--- config.mk ---
export PLATFORM = sky130hd
export DESIGN_NAME = storeAlign
export DESIGN_NICKNAME = d
export VERILOG_FILES = /design/src/verilog/memStage_params.svh /design/src/verilog/memStagePkg.sv /design/src/verilog/storeAlign.sv
export SDC_FILE = /design/constraint.sdc
export NUM_CORES = 1
export LEC_CHECK = 0
export BUFFER_PORTS_ARGS = -buffer_cell sky130_fd_sc_hd__buf_2
export CORE_ASPECT_RATIO = 0.9
export CORE_UTILIZATION = 30
export DETAILED_ROUTE_END_ITERATION = 6
export PLACE_DENSITY = 0.75
export SLEW_MARGIN = 10
export SYNTH_ARGS = -nofsm -noshare
export SYNTH_HDL_FRONTEND = slang
export SYNTH_SLANG_ARGS = --single-unit
--- constraint.sdc ---
create_clock -name vclk -period 1.3
set_clock_uncertainty 0.2 [all_clocks]
set_input_delay 0.13 -clock vclk [all_inputs]
set_output_delay 0.13 -clock vclk [all_outputs]
set_load 0.05 [all_outputs]
--- src/verilog/memStage_params.svh ---
// memory stage constants for CP0 register numbers, status/cause bits, vectors and RAM depth
`ifndef MEMSTAGE_PARAMS_SVH
`define MEMSTAGE_PARAMS_SVH

// cp0 register numbers, select 0 only
`define CP0_BADVADDR 5'd8
`define CP0_STATUS 5'd12
`define CP0_CAUSE 5'd13
`define CP0_EPC 5'd14

// status and cause bit positions
`define STATUS_BEV 22
`define STATUS_EXL 1
`define STATUS_IE 0
`define CAUSE_BD 31

`define STATUS_RESET 32'h0040_0000 // boot vectors selected

// handler entry points
`define BOOT_EXC_VECTOR 32'hBFC0_0380
`define EXC_VECTOR 32'h8000_0180

`define DMEM_WORDS 256 // data RAM depth in words

`endif

--- src/verilog/memStagePkg.sv ---
// memory stage package holding the load, store, CP0 operation and exception code types
`default_nettype none

package memStagePkg;

    // load kind carried down the pipe
    typedef enum logic [2:0] {
        LD_NONE,
        LD_LB,
        LD_LBU,
        LD_LH,
        LD_LHU,
        LD_LW
    } loadType_e;

    typedef enum logic [1:0] {
        ST_NONE,
        ST_SB,
        ST_SH,
        ST_SW
    } storeType_e;

    // coprocessor 0 operation
    typedef enum logic [1:0] {
        CP0_NONE,
        CP0_MFC0,
        CP0_MTC0,
        CP0_ERET
    } cp0Op_e;

    // Cause.ExcCode values, EXC_NONE is not architectural
    typedef enum logic [4:0] {
        EXC_INT  = 5'd0,
        EXC_ADEL = 5'd4,
        EXC_ADES = 5'd5,
        EXC_SYS  = 5'd8,
        EXC_BP   = 5'd9,
        EXC_RI   = 5'd10,
        EXC_OV   = 5'd12,
        EXC_NONE = 5'd31
    } excCode_e;

endpackage

`default_nettype wire

--- src/verilog/storeAlign.sv ---
// store lane formation with byte enables, plus load and store alignment checks
`timescale 1ns/100ps
`default_nettype none

module storeAlign (
    input  logic [1:0]             addrLow,
    input  memStagePkg::loadType_e  loadType,
    input  memStagePkg::storeType_e storeType,
    input  logic [31:0]            storeData,
    output logic [3:0]             byteEn,
    output logic [31:0]            wrData,
    output logic                   misaligned
);
    import memStagePkg::*;

    logic halfAccess;
    logic wordAccess;

    assign halfAccess = (loadType == LD_LH) || (loadType == LD_LHU) || (storeType == ST_SH);
    assign wordAccess = (loadType == LD_LW) || (storeType == ST_SW);
    assign misaligned = (halfAccess && addrLow[0]) || (wordAccess && (addrLow != 2'b00));

    always_comb begin
        byteEn = 4'b0000;
        wrData = storeData;
        case (storeType)
            ST_SB: begin
                wrData = {4{storeData[7:0]}}; // same byte on every lane
                byteEn = 4'b0001 << addrLow;
            end
            ST_SH: begin
                wrData = {2{storeData[15:0]}};
                byteEn = addrLow[1] ? 4'b1100 : 4'b0011;
            end
            ST_SW: byteEn = 4'b1111;
            default: byteEn = 4'b0000;
        endcase
        if (misaligned) begin
            byteEn = 4'b0000; // faulting store touches no lane
        end
    end

    // no lane may be enabled unless a store is aligned
    always_comb begin
        laneOnlyForStore: assert final ((byteEn == 4'b0000) ||
                                        (storeType != ST_NONE && !misaligned));
    end

endmodule

`default_nettype wire

==> results of run 1 <==
-- synthesized netlist by cell type --
master,number
clkbuf_1,6
a2111oi_4,2
a21oi_1,10
nor3b_1,1
o31a_4,1
nor2b_1,1
nor2_1,10
buf_2,2
nand2_1,8
and2_1,1
a22oi_1,8
buf_4,8
a21o_1,1
and3b_1,1
nand3b_1,1
ha_1,4
a21oi_2,1
a22o_1,8
nor4_1,2
nand2b_1,1
inv_1,12
or2_1,1
o22ai_1,8
o21ai_0,2
-- through the flow --
stage | setup TNS (ps) | instances | hold WS (ps) | setup WS, ps | utilization, %
after floorplan | -3760 | 100 | 227 | -343 | -
after global placement | -10880 | 205 | 397 | -427 | 82.4
after detailed placement | -11550 | 205 | 399 | -465 | 82.4
-- cells by family after synthesis --
group,synth area share (%)
compound gates,51.0
buf+inv,21.3
simple gates,20.0
fa+ha+maj,7.75
==> qor.yml, run 1 <==
synth:
  ys_seq_area_share_pct: 0
  synthesis.area_sq_um: 646
  yosysTopAreaCellShare_pct: 10.9
  synthTopCellsByArea: "a22o_1, a22oi_1, buf_4, a2111oi_4, a21oi_1"
  yosys.area.top_type: "a22o_1"
  synth_warnings: 0
  synth_nets: 143
  synthCells: 100
  synth.avg_cell_area_sq_um: 6.46
  yosysUniqueCellTypes: 24
placed_design:
  io_buffers: 76
  dpl.hpwl_um: 2490
  routabilityCongestion: 0.789
  dpl-instance-area_sq_um: 1620
clock_tree:
  post_cts.repair.setup_buffers: 8
  ctsResizeCount: 86
  ctsHoldBuffers: 0
floorplan:
  fp.dieH_um: 46.0
  rows: 15
  die_x_um: 50.9
  ios: 76
  initial_core_util_pct: 32.8
status:
  firstError: "[ERROR DPL-0038] Utilization greater than 100%, impossible to legalize"
  stop_stage: "4_1_cts"
  status: "aborted with a tool error"
==> run 2, diff against run 1 <==
--- a/config.mk
+++ b/config.mk
@@ -6,10 +6,10 @@
 export NUM_CORES = 1
 export LEC_CHECK = 0
 export BUFFER_PORTS_ARGS = -buffer_cell sky130_fd_sc_hd__buf_2
-export CORE_ASPECT_RATIO = 0.9
-export CORE_UTILIZATION = 30
+export CORE_AREA = 2 2 63 65
 export DETAILED_ROUTE_END_ITERATION = 6
-export PLACE_DENSITY = 0.75
+export DIE_AREA = 0 0 65 67
+export PLACE_DENSITY_LB_ADDON = 0.15
 export SLEW_MARGIN = 10
 export SYNTH_ARGS = -nofsm -noshare
 export SYNTH_HDL_FRONTEND = slang
==> constraint.sdc (replaced) <==
create_clock -name vclk -period 1.7
set_clock_uncertainty 0.2 [all_clocks]
set_input_delay 0.17 -clock vclk [all_inputs]
set_output_delay 0.17 -clock vclk [all_outputs]
set_load 0.05 [all_outputs]
==> run 2 against run 1 <==
Compared with the run above:
- the run now ends clean
- synthesized cell count unchanged
- synthesized area unchanged
==> qor.yml, run 2 <==
final_layout:
  n_clock_buffer: 0
  final_common_cell: "buf_2"
  drive_gt1_share_pct: 78.6
  seq_cell_count: 0
  antenna_cells: 0
  final_cell_mix: "buf_2, buf_4, buf_6"
  area_delta_synth_final_pct: 146
  regArea_sq_um: 0
  nNetsFinal: 218
  final_core_util_pct: 44.1
  fillers: 381
drt:
  finalWirelength_um: 2740
  drt_iter0_markers: 13
  via_per_inst: 4.51
  vias: 997
  drcViolationCount: 0
  ant_nets: 0
  wl_per_cell_um: 12.4
  dr.pass1.iters: 4
placed_design:
  io_buffers: 76  # unchanged
  dpl.hpwl_um: 2220  # was 2490 um
  routabilityCongestion: 0.718  # was 0.789
power:
  p_leak_nw: 0.726
  p_per_area_nw_per_um2: 556
  finalPower_mw: 0.883
  irDropWorstVdd_mv: 0.165
setup_path:
  cp.arrival_ps: 1310
  path_cells: "buf_12, inv_12, ha_4, o31a_4, a2111oi_4, buf_6"
  crit_cells: 6
  worst_setup_path_start_kind: "primary input"
  cpMaxStageDelayCell: "o31a_4"
  crit_required_ps: 1330
  cp_num_buf_inv: 3
  crit_fanout: 5
  end_kind: "primary output"
  crit_family: "compound AO/OA/AOI/OAI gates"
  cp_slowest_stage_delay_ps: 400
  critPathKind: "in2out"
sta:
  worst_slew_pin_slew_ps: 318
  hold_slack_ps: 466
  max_freq_ghz: 0.596
  slew_headroom_pct: 78.7
  rsz0062_at_grt: "true"
  hold_viol: 0
  final-max-slew-violation-count: 0
  setup_viol_count_final: 0
  period_share_pct: 98.6
  min_period_ps: 1680
grt:
  grt_pass1_wl_um: 4180
  track_usage_pct: 11.5
  grt_pass1_vias: 923
  grt_max_degree: 17
  antenna_found_initial: 0
  grt_overflow: 0
synth:
  synth_common_cells: "inv_1, a21oi_1, nor2_1"  # unchanged
  yosysTopAreaCellShare_pct: 10.9  # unchanged
  yosys.area.top_type: "a22o_1"  # unchanged
  synthCells: 100  # unchanged
  yosysUniqueCellTypes: 24  # unchanged
  synthesis.area_sq_um: 646  # unchanged
  synth_warnings: 0  # unchanged
  ys_seq_area_share_pct: 0  # unchanged
  synth_nets: 143  # unchanged
  yosysMostFrequentCell: "inv_1"  # unchanged
  synthTopCellsByArea: "a22o_1, a22oi_1, buf_4, a2111oi_4, a21oi_1"  # unchanged
  synth.avg_cell_area_sq_um: 6.46  # unchanged
floorplan:
  fp.dieH_um: 67  # was 46.0 um
  coreArea_sq_um: 3610
  dieArea_sq_um: 4360
  rows: 22  # was 15
  ios: 76  # unchanged
  die_x_um: 65  # was 50.9 um
  initial_core_util_pct: 17.9  # was 32.8%
worst_hold_path:
  hold_path.class: "in2out"
  min_to: "wrData[1]"
  hold_path_depth: 2
  hold_start: "storeData[1]"
status:
  status: "completed"  # was aborted with a tool error
run:
  max-cap-violations: 0
clock_tree:
  ctsHoldBuffers: 0  # unchanged
==> run 2: cell counts after synthesis <==
No cell type changed its count.
==> run 2: per-stage QoR <==
stage	worst slack, ps	TNS, ps	area [sq um]	cells
2_1_floorplan	-117	-657	911	100
3_3_place_gp	-256	-5270	1350	219
3_5_place_dp	-267	-5490	1350	219
4_1_cts	-28.3	-52.4	1540	221
5_1_grt	-15.4	-21.1	1590	221
6_report	23.3	0	1590	221
==> run 2: area by class of cell <==
cell class	instances	area, sq um	share of cell area (%)
Inverter	12	62.6	3.94
Multi-Input combinational cell	72	820	51.6
Tap cell	48	60.1	3.78
Timing Repair Buffer	89	647	40.7
==> run 2: timing repair <==
action,CTS,global route
setup buffers,2,0
resized for setup,52,14
pin swaps,3,7
setup endpoints to repair,29,26
endpoints found under the hold margin,0,0
==> run 2: worst max path at each step <==
stage | startpoint | to | slack [ps]
2_1_floorplan | storeType[1] | wrData[28] | -120
3_3_place_gp | storeType[0] | wrData[18] | -260
3_5_place_dp | storeType[0] | wrData[21] | -270
4_1_cts | storeType[1] | byteEn[2] | -30
5_1_grt | storeType[0] | byteEn[2] | -20
6_report | storeType[0] | byteEn[2] | 20
==> run 2: kinds of logic after synthesis <==
group	synth area share [%]
adder cells (fa/ha/maj)	7.75
AO/OA/AOI/OAI	51.0
AND/OR/NAND/NOR	20.0
buffers and inverters	21.3
==> run 2: per-layer routing <==
layer  global-route usage, %  part of all wire, %  vias up  wire length [um]
met5                       0                    0        -                 0
li1                        -                    -      502                 -
met4                       0                    0        0                 0
met2                    22.9                   54       43              1470
met3                    1.35                  9.2        0               253
met1                    13.9                   37      452              1020
==> run 2: report_power, final <==
group	leakage, nW	internal (mW)	total [mW]	switching, mW
combinational	0.726	0.332	0.883	0.552
clock	0	0	0	0
sequential	0	0	0	0
total	0.726	0.332	0.883	0.552
(Power assumes the default switching activity.)
