<file path="config.mk">
export PLATFORM = sky130hd
export DESIGN_NAME = cp0Regs
export DESIGN_NICKNAME = d
export VERILOG_FILES = /design/src/verilog/memStagePkg.sv /design/src/verilog/cp0Regs.sv
export VERILOG_INCLUDE_DIRS = /design/src /design/src/verilog
export SDC_FILE = /design/constraint.sdc
export NUM_CORES = 1
export LEC_CHECK = 0
export ABC_AREA = 1
export BUFFER_PORTS_ARGS = -buffer_cell sky130_fd_sc_hd__buf_4
export CAP_MARGIN = 30
export CORE_MARGIN = 2
export CORE_UTILIZATION = 43
export CTS_CLUSTER_DIAMETER = 100
export DETAILED_ROUTE_END_ITERATION = 16
export HOLD_SLACK_MARGIN = 0.05
export PLACE_DENSITY_LB_ADDON = 0.08
export SYNTH_ARGS = -nofsm -noshare
export SYNTH_HDL_FRONTEND = slang
export SYNTH_SLANG_ARGS = --single-unit
</file>
<file path="constraint.sdc">
create_clock -name clk -period 1 [get_ports clk]
set_clock_uncertainty 0.1 [all_clocks]
set_input_delay 0.1 -clock clk [delete_from_list [all_inputs] [get_ports clk]]
set_output_delay 0.1 -clock clk [all_outputs]
set_load 0.01 [all_outputs]
</file>
<file path="src/verilog/memStage_params.svh">
// memory stage constants for CP0 register numbers, status/cause bits, vectors and RAM depth
`ifndef MEMSTAGE_PARAMS_SVH
`define MEMSTAGE_PARAMS_SVH

// cp0 register numbers, select 0 only
`define CP0_BADVADDR 5'd8
`define CP0_STATUS 5'd12
`define CP0_CAUSE 5'd13
`define CP0_EPC 5'd14

// status and cause bit positions
`define STATUS_BEV 22
`define STATUS_EXL 1
`define STATUS_IE 0
`define CAUSE_BD 31

`define STATUS_RESET 32'h0040_0000 // boot vectors selected

// handler entry points
`define BOOT_EXC_VECTOR 32'hBFC0_0380
`define EXC_VECTOR 32'h8000_0180

`define DMEM_WORDS 256 // data RAM depth in words

`endif

</file>
<file path="src/verilog/memStagePkg.sv">
// memory stage package holding the load, store, CP0 operation and exception code types
`default_nettype none

package memStagePkg;

    // load kind carried down the pipe
    typedef enum logic [2:0] {
        LD_NONE,
        LD_LB,
        LD_LBU,
        LD_LH,
        LD_LHU,
        LD_LW
    } loadType_e;

    typedef enum logic [1:0] {
        ST_NONE,
        ST_SB,
        ST_SH,
        ST_SW
    } storeType_e;

    // coprocessor 0 operation
    typedef enum logic [1:0] {
        CP0_NONE,
        CP0_MFC0,
        CP0_MTC0,
        CP0_ERET
    } cp0Op_e;

    // Cause.ExcCode values, EXC_NONE is not architectural
    typedef enum logic [4:0] {
        EXC_INT  = 5'd0,
        EXC_ADEL = 5'd4,
        EXC_ADES = 5'd5,
        EXC_SYS  = 5'd8,
        EXC_BP   = 5'd9,
        EXC_RI   = 5'd10,
        EXC_OV   = 5'd12,
        EXC_NONE = 5'd31
    } excCode_e;

endpackage

`default_nettype wire

</file>
<file path="src/verilog/cp0Regs.sv">
// coprocessor 0 registers Status, Cause, EPC and BadVAddr with exception and ERET updates
`timescale 1ns/100ps
`default_nettype none

`include "memStage_params.svh"

module cp0Regs (
    input  logic                  clk,
    input  logic                  arstN,
    input  logic [5:0]            interrupt,
    input  logic                  wrEn,
    input  logic [4:0]            wrAddr,
    input  logic [4:0]            rdAddr,
    input  logic [31:0]           wrData,
    input  logic                  excTaken,
    input  memStagePkg::excCode_e  excCode,
    input  logic                  isEret,
    input  logic [31:0]           excPc,
    input  logic                  excInDelaySlot,
    input  logic [31:0]           badAddr,
    output logic [31:0]           rdData,
    output logic                  statusBev,
    output logic                  statusExl,
    output logic                  statusIe,
    output logic [7:0]            statusIm,
    output logic [7:0]            causeIp,
    output logic [31:0]           epc
);
    import memStagePkg::*;

    // software-visible Status bits: BEV, IM7..0, EXL, IE
    localparam logic [31:0] statusWrMask = (32'h1 << `STATUS_BEV) | 32'h0000_FF00 |
                                           (32'h1 << `STATUS_EXL) | (32'h1 << `STATUS_IE);

    logic [31:0] statusReg;
    logic        causeBd;
    logic [5:0]  ipHw;
    logic [1:0]  ipSw;
    logic [4:0]  causeExc;
    logic [31:0] causeRead;
    logic [31:0] badVAddr;

    always_ff @(posedge clk or negedge arstN) begin
        if (!arstN) begin
            statusReg <= `STATUS_RESET;
            causeBd   <= 1'b0;
            ipHw      <= '0;
            ipSw      <= '0;
            causeExc  <= '0;
        end else begin
            ipHw <= interrupt; // IP7..2 track the pins
            if (wrEn && wrAddr == `CP0_STATUS) begin
                statusReg <= wrData & statusWrMask;
            end
            if (wrEn && wrAddr == `CP0_CAUSE) begin
                ipSw <= wrData[9:8];
            end
            if (excTaken) begin
                statusReg[`STATUS_EXL] <= 1'b1;
                causeExc               <= excCode;
                causeBd                <= excInDelaySlot;
            end else if (isEret) begin
                statusReg[`STATUS_EXL] <= 1'b0;
            end
        end
    end

    // epc and bad address are plain data
    always_ff @(posedge clk) begin
        if (excTaken) begin
            epc <= excInDelaySlot ? excPc - 32'd4 : excPc; // point at the branch
            if (excCode == EXC_ADEL || excCode == EXC_ADES) begin
                badVAddr <= badAddr;
            end
        end else if (wrEn && wrAddr == `CP0_EPC) begin
            epc <= wrData;
        end
    end

    assign statusBev = statusReg[`STATUS_BEV];
    assign statusExl = statusReg[`STATUS_EXL];
    assign statusIe  = statusReg[`STATUS_IE];
    assign statusIm  = statusReg[15:8];
    assign causeIp   = {ipHw, ipSw};

    always_comb begin
        causeRead            = '0;
        causeRead[`CAUSE_BD] = causeBd;
        causeRead[15:8]      = causeIp;
        causeRead[6:2]       = causeExc;
    end

    always_comb begin
        case (rdAddr)
            `CP0_STATUS:   rdData = statusReg;
            `CP0_CAUSE:    rdData = causeRead;
            `CP0_EPC:      rdData = epc;
            `CP0_BADVADDR: rdData = badVAddr;
            default:       rdData = '0;
        endcase
    end

    // exception entry always wins over ERET upstream
    entryNotEret: assert property (@(posedge clk) disable iff (!arstN)
        !(excTaken && isEret));

endmodule

`default_nettype wire

</file>
==> results of run 1 <==
[cell type report]
type                       count  area [sq um]  share of cell area [%]
timing repair buffer         418          4000                    40.5
multi-input combinational    368          2620                    26.6
sequential                    89          2550                    25.8
inverter                      80           350                    3.55
tap                          140           175                    1.77
clock buffer                  10           138                    1.39
clock inverter                 6          42.5                   0.431
[power by group through the flow]
stage / combinational (mW) / clock, mW / sequential (mW)
2_1_floorplan: 0.593 / 0 / 4.61
3_3_place_gp: 2.08 / 0 / 4.54
3_5_place_dp: 2.12 / 0 / 4.54
4_1_cts: 2.79 / 2.37 / 4.50
5_1_grt: 3.36 / 2.58 / 4.57
6_report: 3.22 / 2.47 / 4.56
[sequential cells by signal, summed over array words and instances (netlist names)]
signal     count
ipSw           2
ipHw           6
statusReg     11
causeBd        1
causeExc       5
badVAddr      32
epc           32
[cells by family (layout without fill, tap and decap cells)]
| group | count (synthesis) | count (layout) |
|---|---|---|
| compound gates | 66 | 66 |
| xor+xnor | 10 | 10 |
| fa+ha+maj | 1 | 1 |
| buf+inv | 99 | 514 |
| flops | 89 | 89 |
| simple gates | 290 | 291 |
[worst max-delay path, cell delays in order (launching register included)]
cell and delay, ns:
edfxtp_1 0.52, nand2_2 0.14, o2111ai_4 0.11, buf_6 0.15
[routing by layer]
metal / wire, um / track usage, % / vias up
li1: - / - / 2647
met1: 8470 / 42.0 / 2907
met4: 1580 / 14.9 / 0
met3: 2420 / 5.62 / 152
met2: 12300 / 60.7 / 496
met5: 0 / 0 / -
[how the worst max path moves through the flow]
| stage | startpoint | endpoint | slack (ns) | cells past startpoint |
|---|---|---|---|---|
| floorplan | excTaken | badVAddr[0] | -0.87 | 3 |
| global route | epc[10] | rdData[10] | -0.53 | 3 |
| finish | epc[12] | rdData[12] | -0.49 | 3 |
| global placement | excPc[3] | epc[22] | -0.52 | 12 |
| detailed placement | excPc[3] | epc[22] | -0.55 | 12 |
| CTS | epc[8] | rdData[8] | -0.43 | 3 |
[Yosys cell counts, drive strengths merged]
| library cell | count | area [sq um] |
|---|---|---|
| nand2 | 177 | 704 |
| edfxtp | 64 | 1920 |
| dfstp | 1 | 26.3 |
| dfrtp | 24 | 601 |
| ha | 1 | 12.5 |
| o31ai | 1 | 7.51 |
| clkinv | 2 | 8.75 |
| inv | 78 | 293 |
| clkbuf | 12 | 45.0 |
| o221ai | 6 | 52.6 |
| nor2 | 56 | 319 |
| nand4 | 16 | 100 |
| o2111ai | 8 | 70.1 |
| xor2 | 7 | 61.3 |
| a21oi | 3 | 15.0 |
| nand3 | 38 | 190 |
| o21bai | 3 | 22.5 |
| xnor2 | 3 | 26.3 |
| nor4 | 1 | 6.26 |
| o21ai | 42 | 210 |
| a22oi | 1 | 7.51 |
| buf | 7 | 37.5 |
| nor3 | 2 | 10.0 |
| a31oi | 2 | 12.5 |
[timing repair]
| action | CTS | global route |
|---|---|---|
| endpoints found under the setup margin | 128 | 129 |
| endpoints found under the hold margin | 113 | 0 |
| resized for setup | 129 | 112 |
| buffers inserted | 14 | 27 |
| pin swaps | 63 | 29 |
| gates cloned | 4 | 3 |
| hold buffers | 87 | 0 |
==> impl_metrics.toml, run 1 <==
[run_status]
status = "finished, violations left"
violations = "negative setup slack"

[die]
core_area_sq_um = 10800
die_w_um = 109
start_util_pct = 43.9
core.rowCount = 38
dieArea_sq_um = 11900
io-pin-count = 206
die_h_um = 109

[route]
wl_per_cell_um = 22.3
vias = 6202
dr.pass1.iters = 7
wl_mm = 24.8
ant_nets = 0
drt_iter0_drc = 659
vias_per_cell = 5.58
drc = 0

[final_layout]
design_area_sq_um = 9870
antenna_cells = 0
nFillCells = 390
final_cells = 1111
final_common_cell = "buf_4"
fin_util_pct = 91.1
layout_common_cells = "buf_4 (207), nand2_1 (136), buf_6 (108)"
drive_gt1_share_pct = 53.1
syn_to_final_growth_pct = 107
nets = 1090

[synthesis]
synth_compound_area_share_pct = 8.36
synth_xor_area_share_pct = 1.84
syn_inst = 555
synth_adder_area_share_pct = 0.263
synth_area_per_cell_sq_um = 8.58
yosysSeqAreaShare_pct = 53.5
synth-simple-area-share_pct = 27.9
synth-warning-count = 0
syn-num-nets = 679
synthMuxAreaShare_pct = 0
ys_ff_latch = 89
synth_top_family_by_area = "simple AND/OR/NAND/NOR gates"
netlist_area_sq_um = 4760
yosys.cell_types.count = 33

[power]
p_switching_mw = 3.18
p_clk_share_pct = 24.1
p_comb_share_pct = 31.4
total_power_mw = 10.3
p_leak_nw = 4.64
seqPwrFrac_pct = 44.5
ir_drop_mv = 0.811
swShare_pct = 31.0
p_int_mw = 7.07
p_per_area_nw_per_um2 = 1040

[worst_setup_path]
rr_startpoint = "statusReg[15]"
reg2reg_setup_slack_ns = -0.08
worstPathArrival_ns = 1.29
reg2reg_depth = 4
crit_required_ns = 0.80
endpoint_kind = "output port"
cp-start-kind = "flip-flop"
r2r_end = "statusReg[15]"
crit_fanout = 2
criticalPathCategory = "reg2out"

[worst_hold_path]
worstHoldPathCells = 5
min-delay-start = "excPc[29]"
min_to = "epc[29]"
hold_class = "in2reg"

[timing]
rsz0062_at_grt = "true"
fmax_mhz = 670
hold_viol = 0
fin_crit_ns = 1.49
worst_pin_slew_ns = 0.422
drv_slew = 0
finalWorstSetupSlack_ns = -0.493
fin_crit_sh_pct = 149
finalSetupTns_ns = -27.87
setup_viol = 106
slew-limit-headroom_pct = 71.6
whs_ns = 0.0166

[place]
dp_worst_setup_slack_ns = -0.552
portBuffers = 205
dp.cells = 975
dp_hpwl_mm = 12.6
postPlaceCellArea_sq_um = 7610
gp_congestion = 0.920

[global_route]
grt_pass1_vias = 5920
antenna_found_initial = 0
grt_usage_pct = 34.6
grt_remaining_overflow = 0
grt_max_degree = 33
grt_pass1_wl_mm = 30.6

[clock_tree]
cts_max_level = 3
cts_root_buf = "clkbuf_8"
cts_buffers = 9
cts.sinks = 89
cts_tree = "built"
clk_latency_ns = 0.38
clk_pin_slew_ns = 0.09
clock_path_buffers = 2

[run]
max_cap_viol_count = 0
Power figures use the tool's default switching activity.
==> run 2: changes to the inputs <==
- CORE_UTILIZATION: 43 -> 45
- CTS_BUF_LIST: not set -> sky130_fd_sc_hd__clkbuf_4
==> impl_metrics.toml, run 2 (same netlist as run 1, synthesis figures left out) <==
[run_status]
status = "finished, violations left"
violations = "negative hold slack, negative setup slack"

[timing]
worst_pin_slew_ns = 0.412
fin_crit_ns = 1.65
rsz0062_at_grt = "true"
hold_viol = 13
fin_crit_sh_pct = 165
finalWorstSetupSlack_ns = -0.653
fmax_mhz = 605
whs_ns = -0.0229
drv_slew = 0
finalSetupTns_ns = -55.94
slew-limit-headroom_pct = 72.3
setup_viol = 138

[die]
die_w_um = 107
io-pin-count = 206
core.rowCount = 37
dieArea_sq_um = 11400
core_area_sq_um = 10300
start_util_pct = 46.3
die_h_um = 107

[route]
wl_mm = 28.8
vias_per_cell = 6.17
wl_per_cell_um = 25.6
drt_iter0_drc = 1140
ant_nets = 0
drc = 0
vias = 6924
dr.pass1.iters = 6

[worst_setup_path]
reg2reg_setup_slack_ns = -0.05
endpoint_kind = "output port"
crit_fanout = 2
worstPathArrival_ns = 1.45
criticalPathCategory = "reg2out"
cp-start-kind = "flip-flop"
crit_required_ns = 0.80
r2r_end = "statusReg[11]"
reg2reg_depth = 4
rr_startpoint = "statusReg[11]"

[final_layout]
final_common_cell = "buf_4"
syn_to_final_growth_pct = 102
layout_common_cells = "buf_4 (226), nand2_1 (134), dlygate4sd3_1 (99)"
drive_gt1_share_pct = 49.4
final_cells = 1122
final-seq-area_sq_um = 2550
nets = 1105
nFillCells = 295
antenna_cells = 0
multi_input_comb_area_sq_um = 2430
top_regs = "badVAddr: 32 flops, epc: 32 flops, statusReg: 11 flops"

[global_route]
grt_remaining_overflow = 0
grt_pass1_wl_mm = 32.1
grt_pass1_vias = 6205
grt_usage_pct = 37.4
grt_max_degree = 33
antenna_found_initial = 0

[clock_tree]
clk_pin_slew_ns = 0.18
cts_root_buf = "clkbuf_4"
clock_path_buffers = 2
cts_max_level = 3
cts.sinks = 89
clk_latency_ns = 0.49
cts_buffers = 9
cts_tree = "built"

[place]
gp_congestion = 0.946
portBuffers = 205
dp_worst_setup_slack_ns = -0.585
dp_hpwl_mm = 12.7
dp.cells = 969

[worst_hold_path]
hold_class = "in2async"

[power]
ir_drop_mv = 0.893
p_per_area_nw_per_um2 = 1040
p_leak_nw = 4.55

[run]
max_cap_viol_count = 0
[run 2: changes by cell type in the layout (fill, tap and decap cells not counted), sizes merged]
cell          before  now
dlymetal6s2s       0    1
clkinvlp           2    5
clkinv             4    2
dlygate4sd3       85   99
buf              331  334
nand2            178  177
clkbuf            12    9
[run 2: where the power goes]
part,internal [mW],switching (mW)
combinational,1.83,1.50
clock,0.520,1.57
sequential,4.28,0.279
total,6.63,3.36
[run 2: area by class of cell]
class | instances | area share (%)
Clock buffer | 9 | 0.703
Inverter | 80 | 3.65
Tap cell | 136 | 1.77
Sequential cell | 89 | 26.5
Multi-Input combinational cell | 367 | 25.3
Timing Repair Buffer | 434 | 41.5
Clock inverter | 7 | 0.573
[run 2: worst max-delay path by stage]
stage / start / end / slack, ns / depth (start not counted)
6_report: epc[6] / rdData[6] / -0.65 / 3
5_1_grt: epc[6] / rdData[6] / -0.66 / 3
4_1_cts: epc[2] / rdData[2] / -0.50 / 3
3_5_place_dp: excPc[3] / epc[22] / -0.58 / 12
3_3_place_gp: excPc[3] / epc[22] / -0.53 / 12
2_1_floorplan: excTaken / badVAddr[0] / -0.87 / 3
[run 2: per-layer routing]
metal	global-route usage (%)	part of all wire (%)	vias to the layer above	routed length (um)
met4	17.1	11	0	3190
met5	0	0	-	0
li1	-	-	2677	-
met2	66.0	45	790	13000
met3	5.96	12	311	3380
met1	44.7	32	3146	9180
[run 2: stage by stage]
step                      total power, mW  cell area [sq um]  util, %
after floorplan                      5.21               5190        -
after global placement               6.59               7560     73.6
after detailed placement             6.64               7560     73.6
after CTS                            9.18               9160     89.1
after global routing                 10.1               9610     93.5
final                                9.99               9610     93.5
[run 2: repair_timing]
| action | 4_1_cts | 5_1_grt |
|---|---|---|
| endpoints found under the setup margin | 88 | 138 |
| setup buffers | 16 | 28 |
| hold buffers | 100 | 6 |
| hold endpoints to repair | 140 | 38 |
| resized for setup | 97 | 91 |
| gates cloned | 0 | 1 |
| pin swaps | 54 | 41 |
[run 2: worst max-delay path, cell delays in order, from the launching register on]
cell	delay, ns
edfxtp_1	0.52
nand2_2	0.18
o221ai_4	0.12
buf_6	0.13
==> run 3: changes to the inputs <==
- CELL_PAD_IN_SITES_DETAIL_PLACEMENT: not set -> 0
- CELL_PAD_IN_SITES_GLOBAL_PLACEMENT: not set -> 2
- CORE_UTILIZATION: 45 -> 25
==> impl_metrics.toml, run 3 (same netlist as run 1, synthesis figures left out) <==
[clock_tree]
cts_root_buf = "clkbuf_4"
cts_tree = "built"
clk_latency_ns = 0.46
cts_buffers = 9
clock_path_buffers = 2
cts.sinks = 89
clk_pin_slew_ns = 0.15
cts_max_level = 3

[timing]
setup_viol = 106
fmax_mhz = 649
worst_pin_slew_ns = 0.332
hold_viol = 1
fin_crit_sh_pct = 154
slew-limit-headroom_pct = 77.8
finalWorstSetupSlack_ns = -0.542
drv_slew = 0
fin_crit_ns = 1.54
whs_ns = -0.00110
rsz0062_at_grt = "true"
finalSetupTns_ns = -34.16

[run_status]
status = "finished, violations left"
violations = "negative hold slack, negative setup slack"

[die]
io-pin-count = 206
core.rowCount = 50
start_util_pct = 25.5
die_w_um = 142
die_h_um = 142
core_area_sq_um = 18700
dieArea_sq_um = 20200

[final_layout]
fin_util_pct = 52.8
layout_common_cells = "buf_4 (226), nand2_1 (146), buf_6 (108)"
nFillCells = 1760
syn_to_final_growth_pct = 107
design_area_sq_um = 9870
nets = 1117
drive_gt1_share_pct = 48.6
final_common_cell = "buf_4"
top_regs = "badVAddr: 32 flops, epc: 32 flops, statusReg: 11 flops"

[place]
portBuffers = 205
dp_hpwl_mm = 14.6
gp_congestion = 0.792
dp_worst_setup_slack_ns = -0.584
postPlaceCellArea_sq_um = 7750

[worst_setup_path]
reg2reg_setup_slack_ns = -0.01
cp-start-kind = "flip-flop"
endpoint_kind = "output port"
worstPathArrival_ns = 1.34
crit_fanout = 2
criticalPathCategory = "reg2out"
crit_required_ns = 0.80

[global_route]
grt_max_degree = 33
grt_pass1_wl_mm = 29.2
grt_remaining_overflow = 0
grt_pass1_vias = 5374
grt_usage_pct = 18.8
antenna_found_initial = 1

[route]
dr.pass1.iters = 4
ant_nets = 0
wl_per_cell_um = 15.7
wl_mm = 19.4
drc = 0
vias_per_cell = 4.37
vias = 5389
drt_iter0_drc = 160

[power]
p_leak_nw = 4.65
p_per_area_nw_per_um2 = 991
ir_drop_mv = 0.454

[run]
max_cap_viol_count = 0

[worst_hold_path]
hold_class = "in2reg"
==> run 3: worst max-delay path, stage by stage, from the launching register on <==
cell and delay [ns]:
edfxtp_1 0.47, nand2_1 0.14, o2111ai_4 0.12, buf_6 0.15
==> run 3: metal layers <==
metal,part of all wire (%),vias up,track usage (%)
met4,1.5,0,5.68
met2,48,126,30.1
met1,48,2530,26.7
met5,0,-,0
met3,3.0,24,2.39
li1,-,2709,-
==> run 3: area by class of cell <==
class / instances / area (sq um) / area share, %
Inverter: 80 / 350 / 3.55
Sequential cell: 89 / 2550 / 25.8
Clock buffer: 12 / 90.1 / 0.913
Antenna cell: 1 / 2.50 / 0.0254
Timing Repair Buffer: 446 / 4110 / 41.6
Tap cell: 234 / 293 / 2.97
Clock inverter: 4 / 52.6 / 0.533
Multi-Input combinational cell: 367 / 2420 / 24.5
==> run 3: through the flow <==
| stage | power, mW | std cells |
|---|---|---|
| finish | 9.78 | 1233 |
| global route | 10.2 | 1233 |
| CTS | 9.67 | 1204 |
| detailed placement | 6.75 | 1077 |
| global placement | 6.73 | 1077 |
| floorplan | 5.21 | 555 |
==> run 3: worst paths after layout <==
path / startpoint / endpoint / cells after the start
worst max-delay path: epc[8] / rdData[8] / 3
worst min-delay path: wrAddr[1] / ipSw[1] / 5
worst max register to register: statusReg[22] / statusReg[22] / 4
worst min register to register: statusReg[0] / statusReg[0] / 2
max in group asynchronous: arstN / statusReg[22] / 3
min in group asynchronous: arstN / ipSw[0] / 3
==> run 3: power by group <==
part	leakage, nW	switching [mW]	internal, mW
registers	0.909	0.229	4.28
logic	3.66	1.21	1.84
clock network	0.0819	1.35	0.859
==> run 3: timing repair <==
action / in CTS / in global routing
cloned: 0 / 2
pin swaps: 37 / 44
endpoints found under the hold margin: 145 / 17
endpoints found under the setup margin: 86 / 177
hold buffers: 105 / 12
gates resized for setup: 97 / 95
buffers inserted: 6 / 32
