`src/verilog/memStage_params.svh`:
```
// memory stage constants for CP0 register numbers, status/cause bits, vectors and RAM depth
`ifndef MEMSTAGE_PARAMS_SVH
`define MEMSTAGE_PARAMS_SVH

// cp0 register numbers, select 0 only
`define CP0_BADVADDR 5'd8
`define CP0_STATUS 5'd12
`define CP0_CAUSE 5'd13
`define CP0_EPC 5'd14

// status and cause bit positions
`define STATUS_BEV 22
`define STATUS_EXL 1
`define STATUS_IE 0
`define CAUSE_BD 31

`define STATUS_RESET 32'h0040_0000 // boot vectors selected

// handler entry points
`define BOOT_EXC_VECTOR 32'hBFC0_0380
`define EXC_VECTOR 32'h8000_0180

`define DMEM_WORDS 256 // data RAM depth in words

`endif

```
`src/verilog/memStagePkg.sv`:
```
// memory stage package holding the load, store, CP0 operation and exception code types
`default_nettype none

package memStagePkg;

    // load kind carried down the pipe
    typedef enum logic [2:0] {
        LD_NONE,
        LD_LB,
        LD_LBU,
        LD_LH,
        LD_LHU,
        LD_LW
    } loadType_e;

    typedef enum logic [1:0] {
        ST_NONE,
        ST_SB,
        ST_SH,
        ST_SW
    } storeType_e;

    // coprocessor 0 operation
    typedef enum logic [1:0] {
        CP0_NONE,
        CP0_MFC0,
        CP0_MTC0,
        CP0_ERET
    } cp0Op_e;

    // Cause.ExcCode values, EXC_NONE is not architectural
    typedef enum logic [4:0] {
        EXC_INT  = 5'd0,
        EXC_ADEL = 5'd4,
        EXC_ADES = 5'd5,
        EXC_SYS  = 5'd8,
        EXC_BP   = 5'd9,
        EXC_RI   = 5'd10,
        EXC_OV   = 5'd12,
        EXC_NONE = 5'd31
    } excCode_e;

endpackage

`default_nettype wire

```
`src/verilog/exceptionUnit.sv`:
```
// exception prioritisation with interrupt detection, flush and handler vector selection
`timescale 1ns/100ps
`default_nettype none

`include "memStage_params.svh"

module exceptionUnit (
    input  logic [31:0]            memPc,
    input  memStagePkg::excCode_e   excCodeIn,
    input  memStagePkg::cp0Op_e     cp0Op,
    input  memStagePkg::loadType_e  loadType,
    input  memStagePkg::storeType_e storeType,
    input  logic                   misaligned,
    input  logic                   statusBev,
    input  logic                   statusExl,
    input  logic                   statusIe,
    input  logic [7:0]             statusIm,
    input  logic [7:0]             causeIp,
    input  logic [31:0]            epc,
    output logic                   excTaken,
    output memStagePkg::excCode_e   excCode,
    output logic                   isEret,
    output logic                   flushException,
    output logic [31:0]            exceptionVector
);
    import memStagePkg::*;

    logic isBubble;
    logic intPending;

    // a bubble carries pc 0 and no work
    assign isBubble = (memPc == '0) && (loadType == LD_NONE) && (storeType == ST_NONE) &&
                      (cp0Op == CP0_NONE) && (excCodeIn == EXC_NONE);
    assign intPending = statusIe && !statusExl && |(statusIm & causeIp);

    always_comb begin
        excCode = EXC_NONE;
        if (!isBubble) begin
            if (intPending) begin
                excCode = EXC_INT;
            end else if (excCodeIn != EXC_NONE) begin
                excCode = excCodeIn; // raised in an earlier stage
            end else if (misaligned && loadType != LD_NONE) begin
                excCode = EXC_ADEL;
            end else if (misaligned && storeType != ST_NONE) begin
                excCode = EXC_ADES;
            end
        end
    end

    // any cause at all, independent of which one wins
    assign excTaken       = !isBubble && (intPending || (excCodeIn != EXC_NONE) ||
                            (misaligned && (loadType != LD_NONE || storeType != ST_NONE)));
    assign isEret         = (cp0Op == CP0_ERET) && !excTaken;
    assign flushException = excTaken || isEret;

    always_comb begin
        if (isEret) begin
            exceptionVector = epc;
        end else if (statusBev) begin
            exceptionVector = `BOOT_EXC_VECTOR;
        end else begin
            exceptionVector = `EXC_VECTOR;
        end
    end

    always_comb begin
        noCodeWithoutExc: assert final (excTaken || excCode == EXC_NONE);
    end

endmodule

`default_nettype wire

```
`config.mk`:
```
export PLATFORM = sky130hd
export DESIGN_NAME = exceptionUnit
export DESIGN_NICKNAME = d
export VERILOG_FILES = /design/src/verilog/memStagePkg.sv /design/src/verilog/exceptionUnit.sv
export VERILOG_INCLUDE_DIRS = /design/src /design/src/verilog
export SDC_FILE = /design/constraint.sdc
export NUM_CORES = 1
export LEC_CHECK = 0
export BUFFER_PORTS_ARGS = -buffer_cell sky130_fd_sc_hd__buf_2
export CAP_MARGIN = 5
export CORE_ASPECT_RATIO = 0.6
export CORE_UTILIZATION = 29
export DETAILED_ROUTE_END_ITERATION = 8
export PLACE_DENSITY = 0.89
export RECOVER_POWER = 25
export SYNTH_ARGS = -nofsm -noshare
export SYNTH_HDL_FRONTEND = slang
export SYNTH_SLANG_ARGS = --single-unit
```
`constraint.sdc`:
```
create_clock -name vclk -period 4.1
set_input_delay 1.025 -clock vclk [all_inputs]
set_output_delay 1.025 -clock vclk [all_outputs]
set_load 0.01 [all_outputs]
```
==> summary by stage, run 1 <==
Die
The horizontal die dimension is 66.69 um. The number of placed I/O pins is 136. The floorplan step set the die height to 40.82 um. The number of standard-cell rows in the floorplan is 13. The core box area is 2261 sq um. The die covers 2722 sq um. The initial cell density of the core is 32.21%.

Critical path
The biggest fanout along the worst timing path is 14. The critical path arrival is 2.93 ns. The worst setup path is of the input port to output pin kind. The required time at the endpoint of the critical path is 3.07 ns. The worst setup path is launched from an input port.

The critical path endpoint category is an output pin.

STA
The final worst-path setup slack is 0.1498 ns. Hold is met by 2.316 ns. The transition time at the pin with the least slew margin is 0.7322 ns. Setup repair after global routing left no endpoint under its margin. The final critical path time including I/O delays and setup is 3.950 ns. The total count of hold-check failures in the final report is 0.

Headroom to the max-slew limit came out at 50.96%. In the finished design, the share of the clock period the worst path needs comes to 96.35%. The setup TNS after final layout is 0 ns. For this run, the top clock speed supported by timing is 253.2 MHz. The number of max-slew violations in the final report is 0.

Setup violations remaining at the end of the flow were counted as 0.

Layout
The repair_antennas step left the layout with diodes totalling 0. The design has 0 sequential cells. The sequential standard cell area is 0 sq um. At the end of the flow, the number of nets in the layout was 335. The area growth from synthesis to layout is 93.81%.

The fraction of final layout cells with drive strength greater than 1 is 62.03%. With fillers left out, the area of the finished cells amounts to 1411 sq um. Fill cells in the final layout number 231.

The count of clock-net buffers in the final layout is 0.

Yosys
After synthesis, flip-flops and latches occupy 0% of the total area. The synthesized area per cell is 6.935 sq um. Synthesis produced a netlist with a net count of 201. The cell accounting for the most synthesized area is sky130_fd_sc_hd__a211oi_2. Ranked by total cell area, the synthesized netlist is headed by sky130_fd_sc_hd__a211oi_2 (27%), sky130_fd_sc_hd__a21o_1 (13%), sky130_fd_sc_hd__inv_1 (11%). The instance count of the mapped netlist is 105. Of the post-synthesis cell area, the dominant cell type holds 27.49%.

The synthesized netlist contains 26 unique library cells. The number of warnings printed during yosys synthesis is 0. Summing every instance area after synthesis gives 728.2 sq um.

Placement
The placed wire-length estimate is 2.545 mm. Timing analysis after detailed placement gives a worst setup slack of 0.1555 ns. Routability-driven placement finished with a final weighted congestion of 0.7433. The placed instances occupy a cell area of 1424 sq um. The total of buffers placed on input and output ports is 136.

Route
The count of antenna-violating nets left after detailed routing is 0. In the routed layout, each cell is associated on average with a via count of 4.745. The routed wire length is 2.885 mm. After detailed routing, the number of remaining DRC violations is 0. The detailed router placed 1267 vias in this run. The first routing iteration left 29 violations.

The number of iterations in the first detailed-routing pass is 4. Dividing the detail-routed wire length by the instance count gives 10.81 um.

Pwr
Dividing total power by cell area gives a power density of 63.05 nW/um^2. For this design the static power due to leakage is 0.8531 nW. VDD sags by at most 47.55 uV.

GRT
Entering global routing, the biggest net connects 27 pins. The number of antenna violations at the first check in global routing came to 0. The overall routing resource usage is 18.63%. The first global-routing pass estimated 3.905 mm of wire. The via count of the first global-routing pass came to 900. The residual overflow from global routing is 0.

Flow run
The max-cap violation count is 0.

Clocking
Buffers inserted to repair hold after CTS numbered 0. The number of post-CTS setup repair buffers is 0. In this run, post-CTS repair resized a total of 0 instances.

Status
The run finished with clean final reports.

Worst hold path
The class of the tightest hold or removal check is input port to output pin.
-- placed cells by master (no fill, tap or decap), types with 3 or more instances in the layout --
cell type                  netlist  routed
sky130_fd_sc_hd__clkbuf_1        5      10
sky130_fd_sc_hd__buf_2           0     126
sky130_fd_sc_hd__nand2_1         5       5
sky130_fd_sc_hd__buf_4           0       4
sky130_fd_sc_hd__a22oi_1         4       4
sky130_fd_sc_hd__inv_1          22      22
sky130_fd_sc_hd__a211o_1         3       3
sky130_fd_sc_hd__a21o_1         13      13
sky130_fd_sc_hd__a211oi_2       16      16
sky130_fd_sc_hd__a211oi_1        4       4
sky130_fd_sc_hd__nor4_1          9       9
-- through the flow --
step / power, mW / utilization (%) / cells
after floorplan: 0.03308 / - / 105
after global placement: 0.08880 / 62.98 / 267
after detailed placement: 0.09057 / 62.98 / 267
after CTS: 0.09086 / 62.98 / 267
after global routing: 0.09893 / 62.42 / 267
final: 0.08899 / 62.42 / 267
-- cells by family (layout without fill, tap and decap cells) --
logic type | Yosys count | in the layout | share of synthesized area, %
compound gates | 46 | 46 | 59.28
buf+inv | 30 | 162 | 18.56
simple gates | 29 | 29 | 22.17
-- per-layer routing --
metal / global-route usage (%) / part of all wire [%] / up-vias
met5: 0 / 0 / -
met2: 35.35 / 47 / 56
met1: 24.52 / 44 / 546
met4: 2.128 / 0.42 / 0
met3: 1.111 / 8.0 / 2
li1: - / - / 663
-- final cells by class --
type,count,area (sq um),share of cell area [%]
Inverter,22,82.58,5.851
Multi-Input combinational cell,75,593.1,42.02
Tap cell,30,37.54,2.660
Timing Repair Buffer,140,698.2,49.47
-- path summary, 6_finish.rpt --
| check | startpoint | to | slack [ns] | cells after the start |
|---|---|---|---|---|
| min | epc[7] | exceptionVector[7] | 2.32 | 3 |
| max | cp0Op[1] | exceptionVector[7] | 0.15 | 7 |
-- worst max-delay path: stages --
cell,delay [ns]
sky130_fd_sc_hd__buf_2,0.11
sky130_fd_sc_hd__nor4_1,0.35
sky130_fd_sc_hd__nand4_1,0.20
sky130_fd_sc_hd__or4_1,0.61
sky130_fd_sc_hd__buf_4,0.23
sky130_fd_sc_hd__a211o_1,0.26
sky130_fd_sc_hd__buf_2,0.13
-- cell usage after synthesis, drive strengths merged, types with 2 or more instances --
cell type / n
inv: 22
a211oi: 20
a21o: 13
nor4: 9
clkbuf: 5
nand2: 5
a22oi: 4
a211o: 3
buf: 3
and2: 2
nand3: 2
nand4: 2
nor2: 2
nor3: 2
-- report_power, final --
| part | internal [mW] | switching [mW] | leakage, nW |
|---|---|---|---|
| clock network | 0 | 0 | 0 |
| logic | 0.0487 | 0.0403 | 0.853 |
| registers | 0 | 0 | 0 |
(Power assumes the default switching activity.)
==> run 2, diff against run 1 <==
Settings changed: ABC_AREA set to 1, CORE_UTILIZATION 29 to 30, PLACE_DENSITY 0.89 to 0.91.
==> summary by stage, run 2 <==
STA
The setup TNS after final layout is 0 ns (unchanged). The total count of hold-check failures in the final report is 0 (unchanged). The ratio of final minimum period to clock period is 91.41% (-4.9 points). The final critical path time including I/O delays and setup is 3.748 ns (-0.2024 ns).

The normalized max-slew margin came to 68.51% (+18 points). The number of max-slew violations in the final report is 0 (unchanged). The transition time at the pin with the least slew margin came to 0.4719 ns (-0.2603 ns). Setup repair after global routing left no endpoint under its margin. The maximum clock frequency is 266.8 MHz (+5.4%). The final worst-path setup slack came to 0.3522 ns (+0.2024 ns). The count of final setup violators is 0 (unchanged).

Critical path
Walking the worst path, the cells encountered are buf_2 > nor2_1 > nand2_1 > nor2_1 > nand2_1 > nor2_2 > nand2_1 > nand2_4 > nand2_4 > nand2_2 > nand2_1 > buf_2. The capture point of the critical path is exceptionVector[28]. The critical path buffer and inverter count is 2 (-1). STA classifies the critical path startpoint as an input port. The class of the most critical setup path is input port to output pin. The required time at the endpoint of the critical path is 3.07 ns (about the same). The critical path arrival was 2.72 ns (-0.21 ns). The worst setup path startpoint is storeType[1]. The critical path endpoint category is an output pin. The worst stage delay on the critical path is 0.28 ns (-0.33 ns). Among the stages of the critical path, the cell type that occurs most often is sky130_fd_sc_hd__nand2_1. The biggest fanout along the worst timing path was 22 (+8). The logic depth of the worst path, buffers included is 12 (+5). Among all stages on the critical path, the largest delay is contributed by sky130_fd_sc_hd__nand2_4. The family with the most delay on the worst path is simple AND/OR/NAND/NOR gates.

Die
The number of placed I/O pins came to 136 (unchanged). The initial cell density of the core came to 32.83% (+0.62 points). The horizontal die dimension is 65.99 um (-1.1%). The core box area is 2245 sq um (-0.72%).

The number of standard-cell rows in the floorplan is 13 (unchanged). The overall die height is 40.39 um (-1.0%). The die area came to 2665 sq um (-2.1%).

Yosys
The synthesized area per cell is 4.913 sq um (-29%). The area share of the largest cell type after synthesis is 24.45% (-3.0 points). By area the synthesized netlist is led by sky130_fd_sc_hd__nand2_1 (24%), sky130_fd_sc_hd__nor2_4 (15%), sky130_fd_sc_hd__inv_1 (14%). The number of warnings printed during yosys synthesis was 0 (unchanged). The sequential cell area fraction in the yosys report is 0% (unchanged). The cell accounting for the most synthesized area is sky130_fd_sc_hd__nand2_1. Yosys instantiated no cell more often than sky130_fd_sc_hd__nand2_1. The total nets after synthesis came to 246 (+22%). The commonest cells after synthesis are sky130_fd_sc_hd__nand2_1 (48), sky130_fd_sc_hd__inv_1 (28), sky130_fd_sc_hd__nor2_1 (27), sky130_fd_sc_hd__nand3_1 (13), sky130_fd_sc_hd__nor2_2 (12). The count of distinct cell types in the synthesized netlist came to 15 (-42%). The instance count of the mapped netlist came to 150 (+43%). The post-synthesis instance area was 737.0 sq um (+1.2%).

Route
The met3 layer wire length in the routed design is 218 um (-6.0%). The wire length the detailed router placed on met1 is 1.206 mm (-5.1%). The count of antenna-violating nets left after detailed routing came to 0 (unchanged). The post-detailed-route wirelength per cell came to 8.626 um (-20%). The routed wire length came to 2.700 mm (-6.4%). The via density per instance was 4.054 (-15%). The number of iterations in the first detailed-routing pass came to 4 (unchanged). The number of DRC markers after the initial detailed-route iteration was 19 (-34%). The number of remaining DRC errors is 0 (unchanged).

The routed wire length on met2 is 1.276 mm (-6.7%). The detailed-route via count is 1269 (+0.16%). The highest metal layer with signal wires is met3.

Flow run
The max-cap violation count was 0 (unchanged).

Pwr
The leakage power total is 0.9362 nW (+9.7%). The highest ir drop seen on vdd came to 41.97 uV (-12%). The power per unit of standard cell area is 63.10 nW/um^2 (about the same).

Layout
The sequential standard cell area was 0 sq um (unchanged). The library cells used most frequently in the layout, excluding fill and tap cells, are sky130_fd_sc_hd__buf_2 (129), sky130_fd_sc_hd__nand2_1 (49), sky130_fd_sc_hd__inv_1 (28). The fraction of final layout cells with drive strength greater than 1 is 54.42% (-7.6 points).

The antenna diode count is 0 (unchanged). From synthesis to final layout, the design area changed by 91.34%. The number of flip-flops and latches was 0 (unchanged). The final net count is 381 (+14%).

The core utilization of the finished layout is 62.82% (+0.40 points). The most common cell after layout, fill and taps aside is sky130_fd_sc_hd__buf_2. The count of clock-net buffers in the final layout was 0 (unchanged).

Worst hold path
The tightest min-delay check is of the input port to output pin type.

Placement
The routability-driven placement congestion ratio came to 0.8091 (+8.9%). The placed wire-length estimate is 2.384 mm (-6.3%). The total of buffers placed on input and output ports was 136 (unchanged). The worst slack after detailed placement came to 0.4418 ns (+0.2863 ns).

GRT
The wire length of the first global-routing pass is 3.884 mm (-0.54%). The maximum number of pins on one net before global-route repair is 23 (-15%). The via count of the first global-routing pass is 1014 (+13%). The overall routing resource usage is 18.39% (-0.23 points). The number of antenna violations at the first check in global routing was 0 (unchanged).

The residual overflow from global routing is 0 (unchanged).

Clocking
The cts-stage hold buffer count was 0 (unchanged). The number of gates given a new drive strength after cts is 0 (unchanged). The number of post-CTS setup repair buffers was 0 (unchanged).

Status
The flow ran to the end, and the final reports show no timing, DRC or antenna violations.
[run 2: cell types whose count changed after synthesis, sizes merged, moves of 2 or more]
cell	previous run	this run
a211o	3	0
a211oi	20	0
a21o	13	0
a22oi	4	0
and2	2	0
clkbuf	5	0
inv	22	28
nand2	5	52
nand3	2	13
nor2	2	49
nor3	2	0
nor4	9	0
[run 2: cell type report]
cell class                 count  area, sq um
fill                         232        834.6
timing repair buffer         136        671.9
multi-input combinational    118        591.8
inverter                      29        108.9
tap                           30        37.54
[run 2: how the worst min path moves through the flow]
stage,startpoint,end,slack [ns],depth (start not counted)
finish,epc[8],exceptionVector[8],2.31,4
global route,epc[8],exceptionVector[8],2.36,4
CTS,epc[8],exceptionVector[8],2.31,4
detailed placement,epc[8],exceptionVector[8],2.31,4
global placement,epc[7],exceptionVector[7],2.31,4
floorplan,epc[0],exceptionVector[0],2.14,2
[run 2: kinds of logic after synthesis]
group	share of synthesized area [%]
compound gates	1.698
simple gates	78.95
buf+inv	19.35
[run 2: where the power goes]
group	total [mW]	internal, mW	leakage (nW)	switching [mW]
clock network	0	0	0	0
logic	0.0890	0.0473	0.936	0.0416
registers	0	0	0	0
[run 2: layer usage]
metal  vias to the layer above  global-route usage, %
met5                         -                      0
met4                         0                  3.723
met3                         0                  1.420
met2                        53                  36.48
met1                       510                  22.44
li1                        706                      -
[run 2: stage by stage]
step | power, mW | hold slack (ns) | cell area [sq um] | std cells
6_report | 0.08897 | 2.314 | 1410 | 313
5_1_grt | 0.1015 | 2.363 | 1410 | 313
4_1_cts | 0.09010 | 2.313 | 1421 | 313
3_5_place_dp | 0.08969 | 2.314 | 1421 | 313
3_3_place_gp | 0.08793 | 2.309 | 1421 | 313
2_1_floorplan | 0.03420 | 2.139 | 737.0 | 150
==> run 3, diff against run 2 <==
Settings changed: CORE_ASPECT_RATIO 0.6 to 0.7, PLACE_DENSITY 0.91 to 0.94.
==> summary by stage, run 3 (synthesis gave the netlist of run 2 again) <==
Status
The run finished with clean final reports.

Layout
The final net count came to 381 (unchanged). Leaving out fill and tap cells, the most frequent cell in the layout is sky130_fd_sc_hd__buf_2. The sequential standard cell area is 0 sq um (unchanged). The library cells used most frequently in the layout, excluding fill and tap cells, are sky130_fd_sc_hd__buf_2 (129), sky130_fd_sc_hd__nand2_1 (49), sky130_fd_sc_hd__inv_1 (28). The count of clock-net buffers in the final layout is 0 (unchanged).

The antenna diode count is 0 (unchanged). The fraction of final layout cells with drive strength greater than 1 was 54.42% (unchanged). The number of flip-flops and latches was 0 (unchanged). The number of fill cells came to 237 (+2.2%). The area growth from synthesis to layout is 91.68%.

Route
The detailed-route via count is 1295 (+2.0%). The routed wire length is 2.694 mm (-0.22%). The count of antenna-violating nets left after detailed routing is 0 (unchanged). The number of remaining DRC errors came to 0 (unchanged). The post-detailed-route wirelength per cell is 8.552 um (-0.86%).

The number of DRC markers after the initial detailed-route iteration is 19 (unchanged). The number of iterations in the first detailed-routing pass is 4 (unchanged). The via density per instance is 4.111 (+1.4%).

Die
The horizontal die dimension was 61.24 um (-7.2%). The core box area is 2225 sq um (-0.89%). The die area was 2662 sq um (-0.12%). The initial cell density of the core is 33.13% (+0.30 points). The number of placed I/O pins was 136 (unchanged).

The number of standard-cell rows in the floorplan came to 14 (+1). The overall die height was 43.47 um (+7.6%).

Critical path
The critical path goes through buf_2 > nor2_1 > nand2_1 > nor2_1 > nand2_1 > nor2_2 > nand2_1 > nand2_4 > nand2_4 > nand2_2 > nand2_1 > buf_2. The class of the most critical setup path is input port to output pin. The biggest fanout along the worst timing path came to 22 (unchanged).

The family with the most delay on the worst path is simple AND/OR/NAND/NOR gates. The critical path arrival is 2.68 ns (-0.04 ns). The critical path endpoint category is an output pin. The critical path buffer and inverter count is 2 (unchanged).

The cell with the most instances on the worst path is sky130_fd_sc_hd__nand2_1. The worst stage delay on the critical path was 0.28 ns (about the same). The critical-path cell with the highest stage delay is sky130_fd_sc_hd__nand2_4. The worst setup path is launched from an input port. The required time at the endpoint of the critical path is 3.07 ns (about the same).

STA
The setup TNS after final layout is 0 ns (unchanged). The ratio of final minimum period to clock period came to 90.31% (-1.1 points). The normalized max-slew margin was 68.37% (-0.14 points). The count of final setup violators came to 0 (unchanged). The final-layout worst hold slack is 2.315 ns (+0.001040 ns). The final critical path time including I/O delays and setup was 3.703 ns (-0.04515 ns).

The number of max-slew violations in the final report is 0 (unchanged). The total count of hold-check failures in the final report is 0 (unchanged). The maximum clock frequency is 270.1 MHz (+1.2%). The transition time at the pin with the least slew margin came to 0.4740 ns (+0.002163 ns). Setup repair after global routing left no endpoint under its margin.

GRT
The overall routing resource usage is 20.07% (+1.7 points). The number of antenna violations at the first check in global routing is 0 (unchanged). The residual overflow from global routing came to 0 (unchanged). The via count of the first global-routing pass came to 1105 (+9.0%). The wire length of the first global-routing pass came to 4.312 mm (+11%). The maximum number of pins on one net before global-route repair is 23 (unchanged).

Placement
The total of buffers placed on input and output ports came to 136 (unchanged). The placed wire-length estimate is 2.467 mm (+3.5%). The routability-driven placement congestion ratio is 0.7243 (-10%).

Worst hold path
The end point of the worst hold path is exceptionVector[31]. The cell depth of the worst min-delay path was 4 (unchanged). The min-delay analysis places its worst path in the category input port to output pin. In this run the most critical hold path is launched from epc[31].

Pwr
The power per unit of standard cell area is 63.08 nW/um^2 (about the same). The leakage power total is 0.9362 nW (about the same). The highest ir drop seen on vdd is 36.84 uV (-12%).

Clocking
The cts-stage hold buffer count is 0 (unchanged). The number of post-CTS setup repair buffers is 0 (unchanged). The number of gates given a new drive strength after cts is 0 (unchanged).

Flow run
The max-cap violation count is 0 (unchanged).
-- run 3: report_power, final --
group          total (mW)  switching, mW  internal, mW
clock                   0              0             0
combinational      0.0891         0.0418        0.0473
sequential              0              0             0
total              0.0891         0.0418        0.0473
-- run 3: worst max path at each step --
| stage | startpoint | end | slack, ns | cells after the start |
|---|---|---|---|---|
| 5_1_grt | memPc[3] | exceptionVector[24] | 0.17 | 12 |
| 2_1_floorplan | memPc[5] | exceptionVector[0] | 1.15 | 10 |
| 6_report | memPc[5] | exceptionVector[9] | 0.40 | 12 |
| 4_1_cts | memPc[5] | exceptionVector[9] | 0.42 | 12 |
| 3_3_place_gp | memPc[5] | exceptionVector[24] | 0.49 | 12 |
| 3_5_place_dp | memPc[5] | exceptionVector[9] | 0.44 | 12 |
-- run 3: routing by layer --
layer | up-vias | track usage, % | part of all wire (%)
li1 | 706 | - | -
met1 | 533 | 24.11 | 42
met2 | 56 | 38.26 | 51
met3 | 0 | 2.687 | 7.7
met4 | 0 | 2.727 | 0
met5 | - | 0 | 0
-- run 3: through the flow --
| stage | power, mW | utilization [%] | worst slack [ns] | cell area [sq um] | cells |
|---|---|---|---|---|---|
| 2_1_floorplan | 0.03420 | - | 1.152 | 737.0 | 150 |
| 3_3_place_gp | 0.08813 | 64.00 | 0.4862 | 1424 | 315 |
| 3_5_place_dp | 0.09032 | 64.00 | 0.4371 | 1424 | 315 |
| 4_1_cts | 0.09065 | 64.00 | 0.4230 | 1424 | 315 |
| 5_1_grt | 0.1017 | 63.50 | 0.1745 | 1413 | 315 |
| 6_report | 0.08911 | 63.50 | 0.3973 | 1413 | 315 |
-- run 3: layout make-up --
cell class	count	area, sq um	area share [%]
multi-input combinational	118	591.8	41.90
tap	32	40.04	2.834
inverter	29	108.9	7.706
timing repair buffer	136	671.9	47.56
